[src/verilog/rv32i_pkg.sv]
// shared types of a reduced rv32i pipeline that has no loads, csr access, traps or compressed code
package rv32i_pkg;

  localparam int              XLEN       = 32;     // data and address width
  localparam int              REG_ADDR_W = 5;      // register index width
  localparam logic [XLEN-1:0] PC_RESET   = '0;     // first fetch address

  ////////////////////////////////////////////////////////////
  // major opcodes
  ////////////////////////////////////////////////////////////
  localparam logic [6:0] OPC_OP     = 7'b0110011;
  localparam logic [6:0] OPC_OP_IMM = 7'b0010011;
  localparam logic [6:0] OPC_LUI    = 7'b0110111;
  localparam logic [6:0] OPC_AUIPC  = 7'b0010111;
  localparam logic [6:0] OPC_JAL    = 7'b1101111;
  localparam logic [6:0] OPC_JALR   = 7'b1100111;
  localparam logic [6:0] OPC_BRANCH = 7'b1100011;
  localparam logic [6:0] OPC_STORE  = 7'b0100011;

  typedef enum logic [3:0] {
    ALU_ADD, ALU_SUB, ALU_SLL, ALU_SLT, ALU_SLTU, ALU_XOR,
    ALU_SRL, ALU_SRA, ALU_OR, ALU_AND, ALU_PASS_B
  } alu_op_e;

  ////////////////////////////////////////////////////////////
  // instruction formats
  ////////////////////////////////////////////////////////////
  typedef struct packed {
    logic [6:0] funct7; logic [4:0] rs2; logic [4:0] rs1;
    logic [2:0] funct3; logic [4:0] rd;  logic [6:0] opcode;
  } r_fmt_t;
  typedef struct packed {
    logic [11:0] imm; logic [4:0] rs1; logic [2:0] funct3; logic [4:0] rd; logic [6:0] opcode;
  } i_fmt_t;
  typedef struct packed {
    logic [6:0] imm_hi; logic [4:0] rs2; logic [4:0] rs1;
    logic [2:0] funct3; logic [4:0] imm_lo; logic [6:0] opcode;
  } s_fmt_t;
  typedef struct packed {
    logic imm_12; logic [5:0] imm_10_5; logic [4:0] rs2; logic [4:0] rs1;
    logic [2:0] funct3; logic [3:0] imm_4_1; logic imm_11; logic [6:0] opcode;
  } b_fmt_t;
  typedef struct packed {
    logic [19:0] imm_31_12; logic [4:0] rd; logic [6:0] opcode;
  } u_fmt_t;
  typedef struct packed {
    logic imm_20; logic [9:0] imm_10_1; logic imm_11; logic [7:0] imm_19_12;
    logic [4:0] rd; logic [6:0] opcode;
  } j_fmt_t;

  typedef union packed {
    r_fmt_t r; i_fmt_t i; s_fmt_t s; b_fmt_t b; u_fmt_t u; j_fmt_t j;
  } instr_u;

  ////////////////////////////////////////////////////////////
  // stage registers
  ////////////////////////////////////////////////////////////
  typedef struct packed {
    logic valid; logic [XLEN-1:0] pc; instr_u instr;
  } if_id_t;

  typedef struct packed {
    logic                  valid;
    logic [XLEN-1:0]       pc;
    logic [REG_ADDR_W-1:0] rs1_addr, rs2_addr;
    logic [XLEN-1:0]       rs1_data, rs2_data;   // register file values at decode
    logic [REG_ADDR_W-1:0] rd;
    logic                  rd_we;
    logic [XLEN-1:0]       imm;
    alu_op_e               alu_op;
    logic                  use_imm, use_pc, is_branch, is_jal, is_jalr, is_store;
    logic [2:0]            funct3;
  } id_ex_t;

  typedef struct packed {
    logic valid; logic [REG_ADDR_W-1:0] rd; logic rd_we; logic [XLEN-1:0] result;
    logic is_store; logic [XLEN-1:0] store_data; logic [2:0] funct3;
  } ex_mem_t;

  typedef struct packed {
    logic we; logic [REG_ADDR_W-1:0] rd; logic [XLEN-1:0] data;
  } wb_t;

  typedef struct packed {
    logic taken; logic [XLEN-1:0] target;
  } redirect_t;

endpackage

[src/verilog/rv32i_fetch.sv]
// fetch with one request in flight; the memory must ack every strobe exactly once
`timescale 1ns/1ps

module rv32i_fetch
  import rv32i_pkg::*;
(
  input  logic            i_clk,
  input  logic            i_rst_n,
  input  redirect_t       i_redirect,
  input  logic            i_imem_ack,
  input  logic [XLEN-1:0] i_imem_data,
  output logic            o_imem_stb,
  output logic [XLEN-1:0] o_imem_addr,
  output if_id_t          o_if_id
);

  logic [XLEN-1:0] pc_q;
  logic            pending_q;                   // strobe sent and ack not yet seen
  logic            kill_q;                      // in-flight reply is stale after a redirect
  logic            take;

  assign o_imem_stb  = !pending_q;              // new request whenever idle
  assign o_imem_addr = pc_q;
  assign take        = i_imem_ack && !kill_q;   // reply belongs to current pc

  always_ff @(posedge i_clk or negedge i_rst_n) begin
    if (!i_rst_n) begin
      pc_q      <= PC_RESET;
      pending_q <= 1'b0;
      kill_q    <= 1'b0;
    end else begin
      pending_q <= pending_q ? !i_imem_ack : 1'b1;  // strobe opens, ack closes
      if (i_redirect.taken) begin
        pc_q   <= i_redirect.target;
        kill_q <= !i_imem_ack;                  // drop the reply still to come
      end else begin
        if (take) begin
          pc_q <= pc_q + XLEN'(4);
        end
        if (i_imem_ack) begin
          kill_q <= 1'b0;                       // stale reply consumed
        end
      end
    end
  end

  // fetch/decode register, valid for one cycle per accepted reply
  always_ff @(posedge i_clk or negedge i_rst_n) begin
    if (!i_rst_n) begin
      o_if_id <= '0;
    end else begin
      o_if_id.valid <= take && !i_redirect.taken;
      if (i_imem_ack) begin
        o_if_id.pc    <= pc_q;
        o_if_id.instr <= i_imem_data;
      end
    end
  end

endmodule

[src/verilog/rv32i_decode.sv]
// decode of the supported rv32i subset; any other opcode leaves as an invalid bubble
`timescale 1ns/1ps

module rv32i_decode
  import rv32i_pkg::*;
(
  input  logic                  i_clk,
  input  logic                  i_rst_n,
  input  if_id_t                i_if_id,
  input  logic                  i_flush,
  output logic [REG_ADDR_W-1:0] o_rs1_addr,
  output logic [REG_ADDR_W-1:0] o_rs2_addr,
  input  logic [XLEN-1:0]       i_rs1_data,
  input  logic [XLEN-1:0]       i_rs2_data,
  output id_ex_t                o_id_ex
);

  instr_u ins;
  id_ex_t dec;
  logic   known;                                // opcode is supported

  assign ins        = i_if_id.instr;
  assign o_rs1_addr = ins.r.rs1;                // same bits in every format
  assign o_rs2_addr = ins.r.rs2;

  // alu op from funct3 and the alt bit 30
  function automatic alu_op_e alu_sel(input logic [2:0] f3, input logic alt, input logic is_reg);
    case (f3)
      3'b000:  return (alt && is_reg) ? ALU_SUB : ALU_ADD;
      3'b001:  return ALU_SLL;
      3'b010:  return ALU_SLT;
      3'b011:  return ALU_SLTU;
      3'b100:  return ALU_XOR;
      3'b101:  return alt ? ALU_SRA : ALU_SRL;
      3'b110:  return ALU_OR;
      default: return ALU_AND;
    endcase
  endfunction

  ////////////////////////////////////////////////////////////
  // control and immediate decode
  ////////////////////////////////////////////////////////////
  always_comb begin
    dec          = '0;
    known        = 1'b1;
    dec.pc       = i_if_id.pc;
    dec.rs1_addr = ins.r.rs1;
    dec.rs2_addr = ins.r.rs2;
    dec.rs1_data = i_rs1_data;
    dec.rs2_data = i_rs2_data;
    dec.rd       = ins.r.rd;
    dec.funct3   = ins.r.funct3;
    dec.alu_op   = ALU_ADD;
    case (ins.r.opcode)
      OPC_OP: begin
        dec.rd_we  = 1'b1;
        dec.alu_op = alu_sel(ins.r.funct3, ins.r.funct7[5], 1'b1);
      end
      OPC_OP_IMM: begin
        dec.rd_we   = 1'b1;
        dec.use_imm = 1'b1;
        dec.imm     = {{20{ins.i.imm[11]}}, ins.i.imm};
        dec.alu_op  = alu_sel(ins.r.funct3, ins.r.funct7[5], 1'b0);
      end
      OPC_LUI, OPC_AUIPC: begin
        dec.rd_we   = 1'b1;
        dec.use_imm = 1'b1;
        dec.use_pc  = (ins.u.opcode == OPC_AUIPC);  // auipc adds to pc
        dec.imm     = {ins.u.imm_31_12, 12'b0};
        dec.alu_op  = dec.use_pc ? ALU_ADD : ALU_PASS_B;
      end
      OPC_JAL: begin
        dec.rd_we  = 1'b1;
        dec.is_jal = 1'b1;
        dec.imm    = {{11{ins.j.imm_20}}, ins.j.imm_20, ins.j.imm_19_12,
                      ins.j.imm_11, ins.j.imm_10_1, 1'b0};
      end
      OPC_JALR: begin
        dec.rd_we   = 1'b1;
        dec.is_jalr = 1'b1;
        dec.imm     = {{20{ins.i.imm[11]}}, ins.i.imm};
      end
      OPC_BRANCH: begin
        dec.is_branch = 1'b1;
        known         = (ins.b.funct3[2:1] != 2'b01);  // 010 and 011 unused
        dec.imm       = {{19{ins.b.imm_12}}, ins.b.imm_12, ins.b.imm_11,
                         ins.b.imm_10_5, ins.b.imm_4_1, 1'b0};
      end
      OPC_STORE: begin
        dec.is_store = 1'b1;
        dec.use_imm  = 1'b1;                    // address is rs1 plus imm
        known        = !ins.s.funct3[2] && (ins.s.funct3[1:0] != 2'b11);  // sb sh sw only
        dec.imm      = {{20{ins.s.imm_hi[6]}}, ins.s.imm_hi, ins.s.imm_lo};
      end
      default: known = 1'b0;
    endcase
  end

  always_ff @(posedge i_clk or negedge i_rst_n) begin
    if (!i_rst_n) begin
      o_id_ex <= '0;
    end else begin
      o_id_ex       <= dec;
      o_id_ex.valid <= i_if_id.valid && known && !i_flush;
    end
  end

endmodule

[src/verilog/rv32i_regfile.sv]
// 31 writable registers with x0 fixed at zero and same-cycle write to read bypass
`timescale 1ns/1ps

module rv32i_regfile
  import rv32i_pkg::*;
(
  input  logic                  i_clk,
  input  logic                  i_rst_n,
  input  logic [REG_ADDR_W-1:0] i_rs1_addr,
  input  logic [REG_ADDR_W-1:0] i_rs2_addr,
  input  wb_t                   i_wb,
  output logic [XLEN-1:0]       o_rs1_data,
  output logic [XLEN-1:0]       o_rs2_data
);

  logic [XLEN-1:0] regs [1:31];                 // no storage for x0

  function automatic logic [XLEN-1:0] rd_port(input logic [REG_ADDR_W-1:0] addr);
    if (addr == '0) return '0;
    if (i_wb.we && i_wb.rd == addr) return i_wb.data;  // write through
    return regs[addr];
  endfunction

  always_comb begin
    o_rs1_data = rd_port(i_rs1_addr);
    o_rs2_data = rd_port(i_rs2_addr);
  end

  always_ff @(posedge i_clk or negedge i_rst_n) begin
    if (!i_rst_n) begin
      for (int i = 1; i < 32; i++) begin
        regs[i] <= '0;
      end
    end else if (i_wb.we && i_wb.rd != '0) begin
      regs[i_wb.rd] <= i_wb.data;               // x0 writes dropped
    end
  end

endmodule

[src/verilog/rv32i_forward.sv]
// operand bypass into execute; every result is ready in ex_mem so no stall is needed
`timescale 1ns/1ps

module rv32i_forward
  import rv32i_pkg::*;
(
  input  id_ex_t          i_id_ex,
  input  ex_mem_t         i_ex_mem,
  input  wb_t             i_wb,
  output logic [XLEN-1:0] o_op_a,
  output logic [XLEN-1:0] o_op_b
);

  // newest producer wins
  function automatic logic [XLEN-1:0] pick(input logic [REG_ADDR_W-1:0] rs,
                                           input logic [XLEN-1:0]       rf_val);
    if (rs == '0) return rf_val;                // x0 never forwarded
    if (i_ex_mem.valid && i_ex_mem.rd_we && i_ex_mem.rd == rs) return i_ex_mem.result;
    if (i_wb.we && i_wb.rd == rs) return i_wb.data;
    return rf_val;                              // value read in decode
  endfunction

  always_comb begin
    o_op_a = pick(i_id_ex.rs1_addr, i_id_ex.rs1_data);
    o_op_b = pick(i_id_ex.rs2_addr, i_id_ex.rs2_data);
  end

endmodule

[src/verilog/rv32i_execute.sv]
// alu and branch resolution; a taken branch or jump redirects fetch in the same cycle
`timescale 1ns/1ps

module rv32i_execute
  import rv32i_pkg::*;
(
  input  logic            i_clk,
  input  logic            i_rst_n,
  input  id_ex_t          i_id_ex,
  input  logic [XLEN-1:0] i_op_a,
  input  logic [XLEN-1:0] i_op_b,
  output redirect_t       o_redirect,
  output ex_mem_t         o_ex_mem
);

  logic [XLEN-1:0] src_a, src_b;
  logic [XLEN-1:0] alu_y;
  logic [4:0]      shamt;
  logic            cond;                        // branch condition met
  logic            is_jump;

  assign src_a   = i_id_ex.use_pc ? i_id_ex.pc : i_op_a;
  assign src_b   = i_id_ex.use_imm ? i_id_ex.imm : i_op_b;
  assign shamt   = src_b[4:0];
  assign is_jump = i_id_ex.is_jal || i_id_ex.is_jalr;

  ////////////////////////////////////////////////////////////
  // alu
  ////////////////////////////////////////////////////////////
  always_comb begin
    case (i_id_ex.alu_op)
      ALU_ADD:    alu_y = src_a + src_b;
      ALU_SUB:    alu_y = src_a - src_b;
      ALU_SLL:    alu_y = src_a << shamt;
      ALU_SLT:    alu_y = XLEN'($signed(src_a) < $signed(src_b));
      ALU_SLTU:   alu_y = XLEN'(src_a < src_b);
      ALU_XOR:    alu_y = src_a ^ src_b;
      ALU_SRL:    alu_y = src_a >> shamt;
      ALU_SRA:    alu_y = $signed(src_a) >>> shamt;
      ALU_OR:     alu_y = src_a | src_b;
      ALU_AND:    alu_y = src_a & src_b;
      ALU_PASS_B: alu_y = src_b;                // lui
      default:    alu_y = '0;
    endcase
  end

  ////////////////////////////////////////////////////////////
  // branch compare and redirect
  ////////////////////////////////////////////////////////////
  always_comb begin
    case (i_id_ex.funct3)
      3'b000:  cond = (i_op_a == i_op_b);                      // beq
      3'b001:  cond = (i_op_a != i_op_b);                      // bne
      3'b100:  cond = ($signed(i_op_a) < $signed(i_op_b));     // blt
      3'b101:  cond = ($signed(i_op_a) >= $signed(i_op_b));    // bge
      3'b110:  cond = (i_op_a < i_op_b);                       // bltu
      3'b111:  cond = (i_op_a >= i_op_b);                      // bgeu
      default: cond = 1'b0;
    endcase
  end

  assign o_redirect.taken  = i_id_ex.valid && (is_jump || (i_id_ex.is_branch && cond));
  assign o_redirect.target = i_id_ex.is_jalr ?
                             ((i_op_a + i_id_ex.imm) & ~XLEN'(1)) :  // jalr clears bit 0
                             (i_id_ex.pc + i_id_ex.imm);

  // execute/memory register
  always_ff @(posedge i_clk or negedge i_rst_n) begin
    if (!i_rst_n) begin
      o_ex_mem <= '0;
    end else begin
      o_ex_mem.valid      <= i_id_ex.valid;
      o_ex_mem.rd         <= i_id_ex.rd;
      o_ex_mem.rd_we      <= i_id_ex.rd_we;
      o_ex_mem.result     <= is_jump ? i_id_ex.pc + XLEN'(4) : alu_y;  // link or alu/address
      o_ex_mem.is_store   <= i_id_ex.is_store;
      o_ex_mem.store_data <= i_op_b;            // forwarded rs2
      o_ex_mem.funct3     <= i_id_ex.funct3;
    end
  end

endmodule

[src/verilog/rv32i_memwb.sv]
// store port and register write; every store strobe must be accepted in its cycle
`timescale 1ns/1ps

module rv32i_memwb
  import rv32i_pkg::*;
(
  input  logic            i_clk,
  input  logic            i_rst_n,
  input  ex_mem_t         i_ex_mem,
  output logic            o_dmem_stb,
  output logic [XLEN-1:0] o_dmem_addr,
  output logic [XLEN-1:0] o_dmem_wdata,
  output logic [3:0]      o_dmem_sel,
  output wb_t             o_wb
);

  logic [XLEN-1:0] lane_data;                   // store data replicated per lane
  logic [3:0]      lane_sel;
  logic [1:0]      ofs;

  assign ofs = i_ex_mem.result[1:0];

  always_comb begin
    case (i_ex_mem.funct3[1:0])
      2'b00: begin                              // sb
        lane_data = {4{i_ex_mem.store_data[7:0]}};
        lane_sel  = 4'b0001 << ofs;
      end
      2'b01: begin                              // sh
        lane_data = {2{i_ex_mem.store_data[15:0]}};
        lane_sel  = ofs[1] ? 4'b1100 : 4'b0011;
      end
      default: begin                            // sw
        lane_data = i_ex_mem.store_data;
        lane_sel  = 4'b1111;
      end
    endcase
  end

  always_ff @(posedge i_clk or negedge i_rst_n) begin
    if (!i_rst_n) begin
      o_dmem_stb <= 1'b0;
      o_wb       <= '0;
    end else begin
      o_dmem_stb <= i_ex_mem.valid && i_ex_mem.is_store;
      o_wb.we    <= i_ex_mem.valid && i_ex_mem.rd_we && !i_ex_mem.is_store;
      o_wb.rd    <= i_ex_mem.rd;
      o_wb.data  <= i_ex_mem.result;
    end
  end

  always_ff @(posedge i_clk) begin
    o_dmem_addr  <= {i_ex_mem.result[XLEN-1:2], 2'b00};  // word aligned
    o_dmem_wdata <= lane_data;
    o_dmem_sel   <= lane_sel;
  end

endmodule

[src/verilog/rv32i_core.sv]
// four-stage rv32i core without loads or traps; the store port has no back-pressure
`timescale 1ns/1ps

module rv32i_core
  import rv32i_pkg::*;
(
  input  logic            i_clk,
  input  logic            i_rst_n,
  output logic            o_imem_stb,     // one-cycle fetch request
  output logic [XLEN-1:0] o_imem_addr,
  input  logic            i_imem_ack,     // ends the outstanding fetch
  input  logic [XLEN-1:0] i_imem_data,
  output logic            o_dmem_stb,     // one-cycle store strobe
  output logic [XLEN-1:0] o_dmem_addr,
  output logic [XLEN-1:0] o_dmem_wdata,
  output logic [3:0]      o_dmem_sel
);

  if_id_t                if_id;
  id_ex_t                id_ex;
  ex_mem_t               ex_mem;
  wb_t                   wb;
  redirect_t             redirect;
  logic [REG_ADDR_W-1:0] rs1_addr, rs2_addr;
  logic [XLEN-1:0]       rs1_data, rs2_data;
  logic [XLEN-1:0]       op_a, op_b;            // forwarded operands

  rv32i_fetch u_fetch (
    .i_clk, .i_rst_n,
    .i_redirect  (redirect),                    // taken branch or jump from execute
    .i_imem_ack, .i_imem_data, .o_imem_stb, .o_imem_addr,
    .o_if_id     (if_id)
  );

  rv32i_decode u_decode (
    .i_clk, .i_rst_n,
    .i_if_id     (if_id),
    .i_flush     (redirect.taken),              // kills the instruction in decode
    .o_rs1_addr  (rs1_addr), .o_rs2_addr (rs2_addr),
    .i_rs1_data  (rs1_data), .i_rs2_data (rs2_data),
    .o_id_ex     (id_ex)
  );

  rv32i_regfile u_regfile (
    .i_clk, .i_rst_n,
    .i_rs1_addr  (rs1_addr), .i_rs2_addr (rs2_addr),
    .i_wb        (wb),                          // write port from memwb
    .o_rs1_data  (rs1_data), .o_rs2_data (rs2_data)
  );

  rv32i_forward u_forward (
    .i_id_ex (id_ex), .i_ex_mem (ex_mem), .i_wb (wb),
    .o_op_a  (op_a),  .o_op_b   (op_b)
  );

  rv32i_execute u_execute (
    .i_clk, .i_rst_n,
    .i_id_ex (id_ex), .i_op_a (op_a), .i_op_b (op_b),
    .o_redirect (redirect), .o_ex_mem (ex_mem)
  );

  rv32i_memwb u_memwb (
    .i_clk, .i_rst_n,
    .i_ex_mem (ex_mem),
    .o_dmem_stb, .o_dmem_addr, .o_dmem_wdata, .o_dmem_sel,
    .o_wb     (wb)
  );

endmodule

[config.mk]
export PLATFORM = sky130hd
export DESIGN_NAME = rv32i_core
export DESIGN_NICKNAME = d
export VERILOG_FILES = /design/src/verilog/rv32i_pkg.sv /design/src/verilog/rv32i_fetch.sv /design/src/verilog/rv32i_decode.sv /design/src/verilog/rv32i_regfile.sv /design/src/verilog/rv32i_forward.sv /design/src/verilog/rv32i_execute.sv /design/src/verilog/rv32i_memwb.sv /design/src/verilog/rv32i_core.sv
export SDC_FILE = /design/constraint.sdc
export NUM_CORES = 2
export LEC_CHECK = 0
export ABC_AREA = 0
export CAP_MARGIN = 5
export CELL_PAD_IN_SITES_DETAIL_PLACEMENT = 2
export CELL_PAD_IN_SITES_GLOBAL_PLACEMENT = 2
export CORE_MARGIN = 2
export CORE_UTILIZATION = 46
export CTS_CLUSTER_SIZE = 20
export DETAILED_ROUTE_END_ITERATION = 8
export DONT_BUFFER_PORTS = 1
export PLACE_DENSITY = 0.8
export SKIP_CTS_REPAIR_TIMING = 1
export SLEW_MARGIN = 10
export SYNTH_ARGS = -nofsm -noshare
export SYNTH_HDL_FRONTEND = slang
export SYNTH_SLANG_ARGS = --single-unit
export TNS_END_PERCENT = 5
[constraint.sdc]
create_clock -name i_clk -period 6.7 [get_ports i_clk]
set_input_delay 0.335 -clock i_clk [delete_from_list [all_inputs] [get_ports i_clk]]
set_output_delay 0.335 -clock i_clk [all_outputs]
set_load 0.02 [all_outputs]
-- Yosys cells after proc, flatten, opt, wreduce, memory -nomap -nowiden
Cells that the tools add are included.
- memories kept: 0
- RAM bits: 0
- ROM bits: 0
- output and inout port bits: 102
- latch bits: 0
- flip-flop bits (word level): 1428
- logic and storage cells: 251
- input port bits: 35
- $lt $le $gt $ge: 10
- reductions and logical operators: 41
- multiply operators: 0
- mux-type cells: 76
- $add $sub $neg: 6
- divide/modulo/power cells: 0
- equality and inequality tests: 40
- shift-type cells: 4
- bitwise operators: 6
- operator list (operator ; count):
    992-bit bitwise mux ; 1
    32-bit two-way mux ; 31
    32-bit case mux with 11 select lines ; 1
    32-bit binary-select mux with 5-bit select ; 2
    32-bit demux with 5-bit select ; 1
    32-bit case mux with 5 select lines ; 1
    32-bit less-than comparator ; 4
    32-bit adder ; 3
    32-bit by 3-bit adder with 32-bit output, second input constant ; 2
    32-bit >= comparator ; 2
    32-bit case mux with 2 select lines ; 1
    4-bit case mux with 7 select lines ; 2
    32-bit AND ; 1
    32-bit equality test ; 1
    32-bit != test ; 1
    32-bit OR ; 1
    32-bit by 5-bit left shift with 32-bit output ; 1
    32-bit by 5-bit right shift with 32-bit output ; 1
    32-bit by 5-bit >>> shifter with 32-bit output ; 1
    32-bit subtractor ; 1
    32-bit XOR ; 1
    5-bit equality test ; 6
    1-bit two-way mux ; 30
    3-bit equality test, second input constant ; 7
    33 further kinds ; 80

-- Longest topological paths before layout
- depth in word-level cells: 16
- gate-level depth with buffers: 26
- gate-level depth less buffers: 23

-- By module
From an unflattened synthesis, not the netlist that was laid out.
- cells, all modules: 6869
- area total of the unflattened synthesis: 84150.7 µm²
- modules (own cells, without submodules) (module ; seq. area each (µm²) ; area each (µm²) ; instances ; cells an instance):
    rv32i_regfile ; 24823.8 ; 53694.0 ; 1 ; 3563
    rv32i_execute ; 1876.8 ; 16847.4 ; 1 ; 2311
    rv32i_decode ; 3953.8 ; 4688.2 ; 1 ; 266
    rv32i_fetch ; 2477.4 ; 4416.7 ; 1 ; 371
    rv32i_memwb ; 2297.2 ; 2801.4 ; 1 ; 163
    rv32i_forward ; 0.0 ; 1702.9 ; 1 ; 195

-- Worst setup path before layout
No wires, ideal clock.
- path kind: register -> register
- from: register u_execute.o_ex_mem[71] (netlist name)
- to: register u_execute.o_ex_mem[64] (netlist name)
- required time: 6.560 ns
- stages on the path, launching flop included: 23
- data arrival time: 5.312 ns
- period minus slack after synthesis: 5.452 ns
- buffers on the path: 5
- setup slack: 1.248 ns
- setup time: 0.140 ns
- path through: dfrtp_1 inv_1 a221o_1 or3_1 buf_2 a31oi_1 o21a_1 buf_2 buf_2 buf_1 clkbuf_1 ha_1 o211ai_1 a32oi_1 a31oi_1 or3b_2 a31oi_1 a221oi_1 o31ai_1 xor2_1 nor2_1 o41ai_1 o211ai_1
- word-level cells in the longest chain between the ends: 11
- ends and longest elaborated chain (item ; line ; RTL):
    start, declared ; rv32i_execute.sv:13 ; output ex_mem_t o_ex_mem
    5-bit equality test ; rv32i_forward.sv:18 ; if (i_ex_mem.valid && i_ex_mem.rd_we && i_ex_mem.rd == rs) return i_ex_mem.result;
    1-bit logical AND ; rv32i_forward.sv:18 ;
    32-bit two-way mux ; rv32i_forward.sv:18 ;
    32-bit two-way mux ; rv32i_forward.sv:19 ; if (i_wb.we && i_wb.rd == rs) return i_wb.data;
    32-bit two-way mux ; rv32i_forward.sv:20 ; return rf_val;
    32-bit two-way mux ; rv32i_forward.sv:19 ;
    32-bit two-way mux ; rv32i_forward.sv:18 ;
    32-bit two-way mux, on equally long branches ; rv32i_execute.sv:22, rv32i_execute.sv:23 ;
    32-bit subtractor (tied with other cells) ; rv32i_execute.sv:33 ; ALU_SUB: alu_y = src_a - src_b;
    32-bit case mux with 11 select lines * ; rv32i_execute.sv:31 ; case (i_id_ex.alu_op)
    32-bit two-way mux * ; rv32i_execute.sv:75 ; o_ex_mem.result <= is_jump ? i_id_ex.pc + XLEN'(4) : alu_y;
Every way passes the cells marked *; elsewhere a longest branch is shown, timed or not. The select of a mux whose other input is x is not followed.
A chain may end at the register's enable or synchronous reset.

-- Final worst setup path
- from: register u_execute.o_ex_mem[72] (netlist name)
- to: register u_fetch.pc_q[10] (netlist: u_fetch.o_imem_addr[10])
- word-level cells in the longest chain between the ends: 13
- ends and longest elaborated chain (item ; line ; RTL):
    5-bit equality test ; rv32i_forward.sv:18 ;
    1-bit logical AND ; rv32i_forward.sv:18 ;
    32-bit two-way mux ; rv32i_forward.sv:18 ;
    32-bit two-way mux ; rv32i_forward.sv:19 ;
    32-bit two-way mux ; rv32i_forward.sv:20 ;
    32-bit two-way mux ; rv32i_forward.sv:19 ;
    32-bit two-way mux ; rv32i_forward.sv:18 ;
    32-bit >= comparator (tied with other cells) ; rv32i_execute.sv:57 ; 3'b111: cond = (i_op_a >= i_op_b);
    1-bit case mux with 6 select lines ; rv32i_execute.sv:51 ; case (i_id_ex.funct3)
    1-bit logical AND ; rv32i_execute.sv:62 ; assign o_redirect.taken = i_id_ex.valid && (is_jump || (i_id_ex.is_branch && cond));
    1-bit logical OR ; rv32i_execute.sv:62 ;
    1-bit logical AND ; rv32i_execute.sv:62 ;
    32-bit two-way mux or 2-bit nonzero test (tied branches) ; n/a ;
    end signal, assigned ; rv32i_fetch.sv:34 ; pc_q <= i_redirect.target;
    end signal, assigned ; rv32i_fetch.sv:38 ; pc_q <= pc_q + XLEN'(4);
    end, declared ; rv32i_fetch.sv:17 ; logic [XLEN-1:0] pc_q;
Several ways; a longest one is shown, not always the timed one. The select of a mux whose other input is x is not followed.

==> run metrics <==
Reg2Reg Capture Point=u_fetch.o_imem_addr[10]; Ports=137; Simple-Gate Fraction of Synth Area=6.02%; EDFF count, synth=0; worst reg2reg path depth=21; Slew HR=13.7%; Worst EP arrival=7410 ps; final wirelength=421,000 µm; first-pass GRT wire length=576,000 µm; Overall Global Routing Usage=43.6%; crit-path cells=xnor2_1 -> nand2_1 -> or3_1 -> buf_4 -> a31oi_1 -> nor2_1 -> a21oi_1 -> ha_1 -> nor2b_1 -> o211ai_1 -> a21oi_1 -> a2111oi_1 -> o21ai_0 -> a22oi_1 -> xor2_1 -> o31ai_1 -> o311ai_0 -> nand2_1 -> nand2_2 -> buf_4 -> mux2i_1; Crit. End Element=register; ys flop type=dfrtp_1; Root Buffer=clkbuf_16; initial antenna violation count=43; Slew @ Worst Pin=1290 ps; DR WL/cell=45.8 µm; detailed router's first-iteration violation count=7,807; total congestion overflow=0; Synth warnings=0; RSZ-0062 raised after global routing=true; drt drc=0; vias in the first global route=72.6k; CTS H-tree depth=4; post-route minimum period=6690 ps; Post-DP HPWL=244,000 µm; library cells used by synthesis=105; Worst Slack Setup Final=6.94 ps; Max Slew Vio Count=0; Vias=68.5k; post-route ant nets=0; final hold violations=0; worst-case clock buffer depth=3; Num CTS Buffers=158; leakage=42.1 nW; TritonCTS clock tree=yes; post-synthesis mux area share=33.3%; final net count=6,913; register area=0.0355 mm²; period utilization=99.9%; die area=0.185 mm²; largest family of logic cells by synthesized area=multiplexers; Setup Skew=87.1 ps; CP required=7410 ps; Post-Synth Adder-Cell Area=2.98%; status=complete, no violations; initial core utilization=46.2%; maximum vdd drop=0.000256 V; Area Overhead vs Synth=10.6%; Crit path max-delay family=compound AO/OA/AOI/OAI gates; Worst-path clk slew=80 ps; pin count of the biggest net entering global routing=264; 1st-pass router iterations=6; core box area=0.180 mm²; Fill cells=16.9k; area of the multi-input gates=0.0450 mm²; Yosys reg bits=1,428; Max Cap Viol=0; dpl ws=359 ps; Synth Cell Area=0.0833 mm²; xor/xnor share of the synthesized area=1.62%; Seq/Total Area, Yosys=42.5%; commonest non-fill, non-tap cell in the layout=dfrtp_1; Synth Area per Inst=12.1 µm²; HP Start=i_imem_ack; die width=430 µm; share of cells above drive strength 1=33.1%; CP max stage delay=600 ps; power density cells=251 mW/mm²; most frequent cells in the layout=dfrtp_1 (1,344), mux2_2 (1,059), mux4_2 (577); Synth Area in Compound Gates=9.82%; Placement Rows=156; post-synthesis async set-or-reset flop share=95.4%; Area after DPL=0.0860 mm²; Max Freq=0.149 GHz; Hold Path Class=in -> reg; routed vias/inst=7.45; Hold EP=u_fetch.o_if_id[64]; buffers plus inverters on the worst setup path=2; Sink Count=1,428; hold depth=2; design area=0.0921 mm²; # setup viols final=0; Mapped Cells=6,882; Reg-to-Reg Start=u_execute.o_ex_mem[72]; number of port buffers=0; CP max-delay cell=a2111oi_1; WS Path Type=reg -> reg; R2R Setup Slk=7 ps; critical path startpoint category=register; gp weighted congestion=1.03; Clk Latency, worst-skew pair=870 ps; Worst Path Max Fanout=17; die height=430 µm
[flip-flops by register name (all words and copies together) (netlist names)]
| register | count |
|---|---|
| u_fetch.kill_q | 1 |
| u_fetch.pending_q | 1 |
| u_memwb.o_wb | 38 |
| u_decode.o_id_ex | 158 |
| u_memwb.o_dmem_sel | 4 |
| u_execute.o_ex_mem | 74 |
| u_fetch.o_if_id | 65 |
| u_fetch.o_imem_addr | 32 |
| u_memwb.o_dmem_stb | 1 |
| u_memwb.o_dmem_wdata | 32 |
| u_regfile.regs | 992 |
| u_memwb.o_dmem_addr | 30 |
[per-layer routing]
metal  share of wire, %  up-vias  track usage (%)  routed length [µm]
met4                9.5       26             33.7               40200
met3                9.2     1936             11.4               38900
met1                 35    36400             51.8              149000
li1                   -    25400                -                   -
met2                 46     4786             67.7              193000
met5              0.042        -                0                 178
[how the worst max path moves through the flow]
stage	depth (start not counted)	start	endpoint
floorplan	22	u_execute.o_ex_mem[71]	u_execute.o_ex_mem[64]
global placement	22	u_execute.o_ex_mem[71]	u_execute.o_ex_mem[64]
detailed placement	21	u_memwb.o_wb[36]	u_execute.o_ex_mem[66]
CTS	23	u_decode.o_id_ex[116]	u_execute.o_ex_mem[67]
global route	21	u_execute.o_ex_mem[72]	u_fetch.o_imem_addr[10]
finish	21	u_execute.o_ex_mem[72]	u_fetch.o_imem_addr[10]
[logic make-up (layout without fill, tap and decap cells)]
kind of cell | Yosys count | count (layout)
AOI/OAI and AO/OA | 1260 | 1260
xor gates and xnor gates | 154 | 154
adders and majority gates | 196 | 196
buffers and inverters | 796 | 723
DFF | 1428 | 1428
muxes | 1916 | 1916
other | 1 | 27
and+or+nand+nor | 1131 | 1131
[layout make-up]
| cell class | instances | area share (%) |
|---|---|---|
| clock inverters | 61 | 0.993 |
| clock buffers | 227 | 4.99 |
| multi-input cells | 4659 | 48.9 |
| flip-flops and latches | 1428 | 38.5 |
| diodes | 25 | 0.0679 |
| repair buffers | 242 | 2.55 |
| inverters | 193 | 0.792 |
| well taps | 2370 | 3.22 |
[cells in the mapped netlist (33+ instances only)]
library cell  count  area share, %
dfxtp_1          66            1.6
nor2_1          483            2.2
dfrtp_1        1362             41
a31oi_1          38           0.29
a211oi_1         39           0.35
inv_1           168           0.76
xor2_1           59           0.62
a21o_1           72           0.65
o21ai_0         201            1.2
nor3_1           68           0.41
buf_1            89           0.40
mux4_2          577             16
clkbuf_1        465            2.1
nand2_1         307            1.4
xnor2_1          95            1.0
a21oi_1         444            2.7
a2bb2oi_1        33           0.35
mux2_2         1059             14
o22ai_1          92           0.69
ha_1            192            2.9
nand3_1          65           0.39
mux2i_1         277            3.3
[worst register-to-register path, delay by kind of cell (launching register included)]
kind	cells	cell delay [ps]
AOI/OAI and AO/OA	9	2600
xor gates and xnor gates	2	510
adders and majority gates	1	320
buffers and inverters	2	520
DFF	1	470
muxes	1	410
and+or+nand+nor	6	1710
[power by group]
part,leakage (nW),switching [mW],internal (mW)
Clock,2.70,4.30,5.44
Combinational,20.4,2.47,1.19
Sequential,19.0,0.810,8.89
[per-stage QoR]
| step | instances | setup TNS, ps | power [mW] | utilization [%] | hold slack (ps) |
|---|---|---|---|---|---|
| 5_1_grt | 9181 | -531 | 23.5 | 51.0 | 11.3 |
| 3_5_place_dp | 8851 | 0 | 13.1 | 47.7 | 52.2 |
| 6_report | 9205 | 0 | 23.1 | 51.1 | 22.9 |
| 3_3_place_gp | 8851 | 0 | 13.0 | 47.7 | 51.9 |
| 4_1_cts | 9139 | 0 | 22.7 | 50.7 | -827 |
| 2_1_floorplan | 6883 | 0 | 11.5 | - | 39.4 |
(Power assumes the default switching activity.)
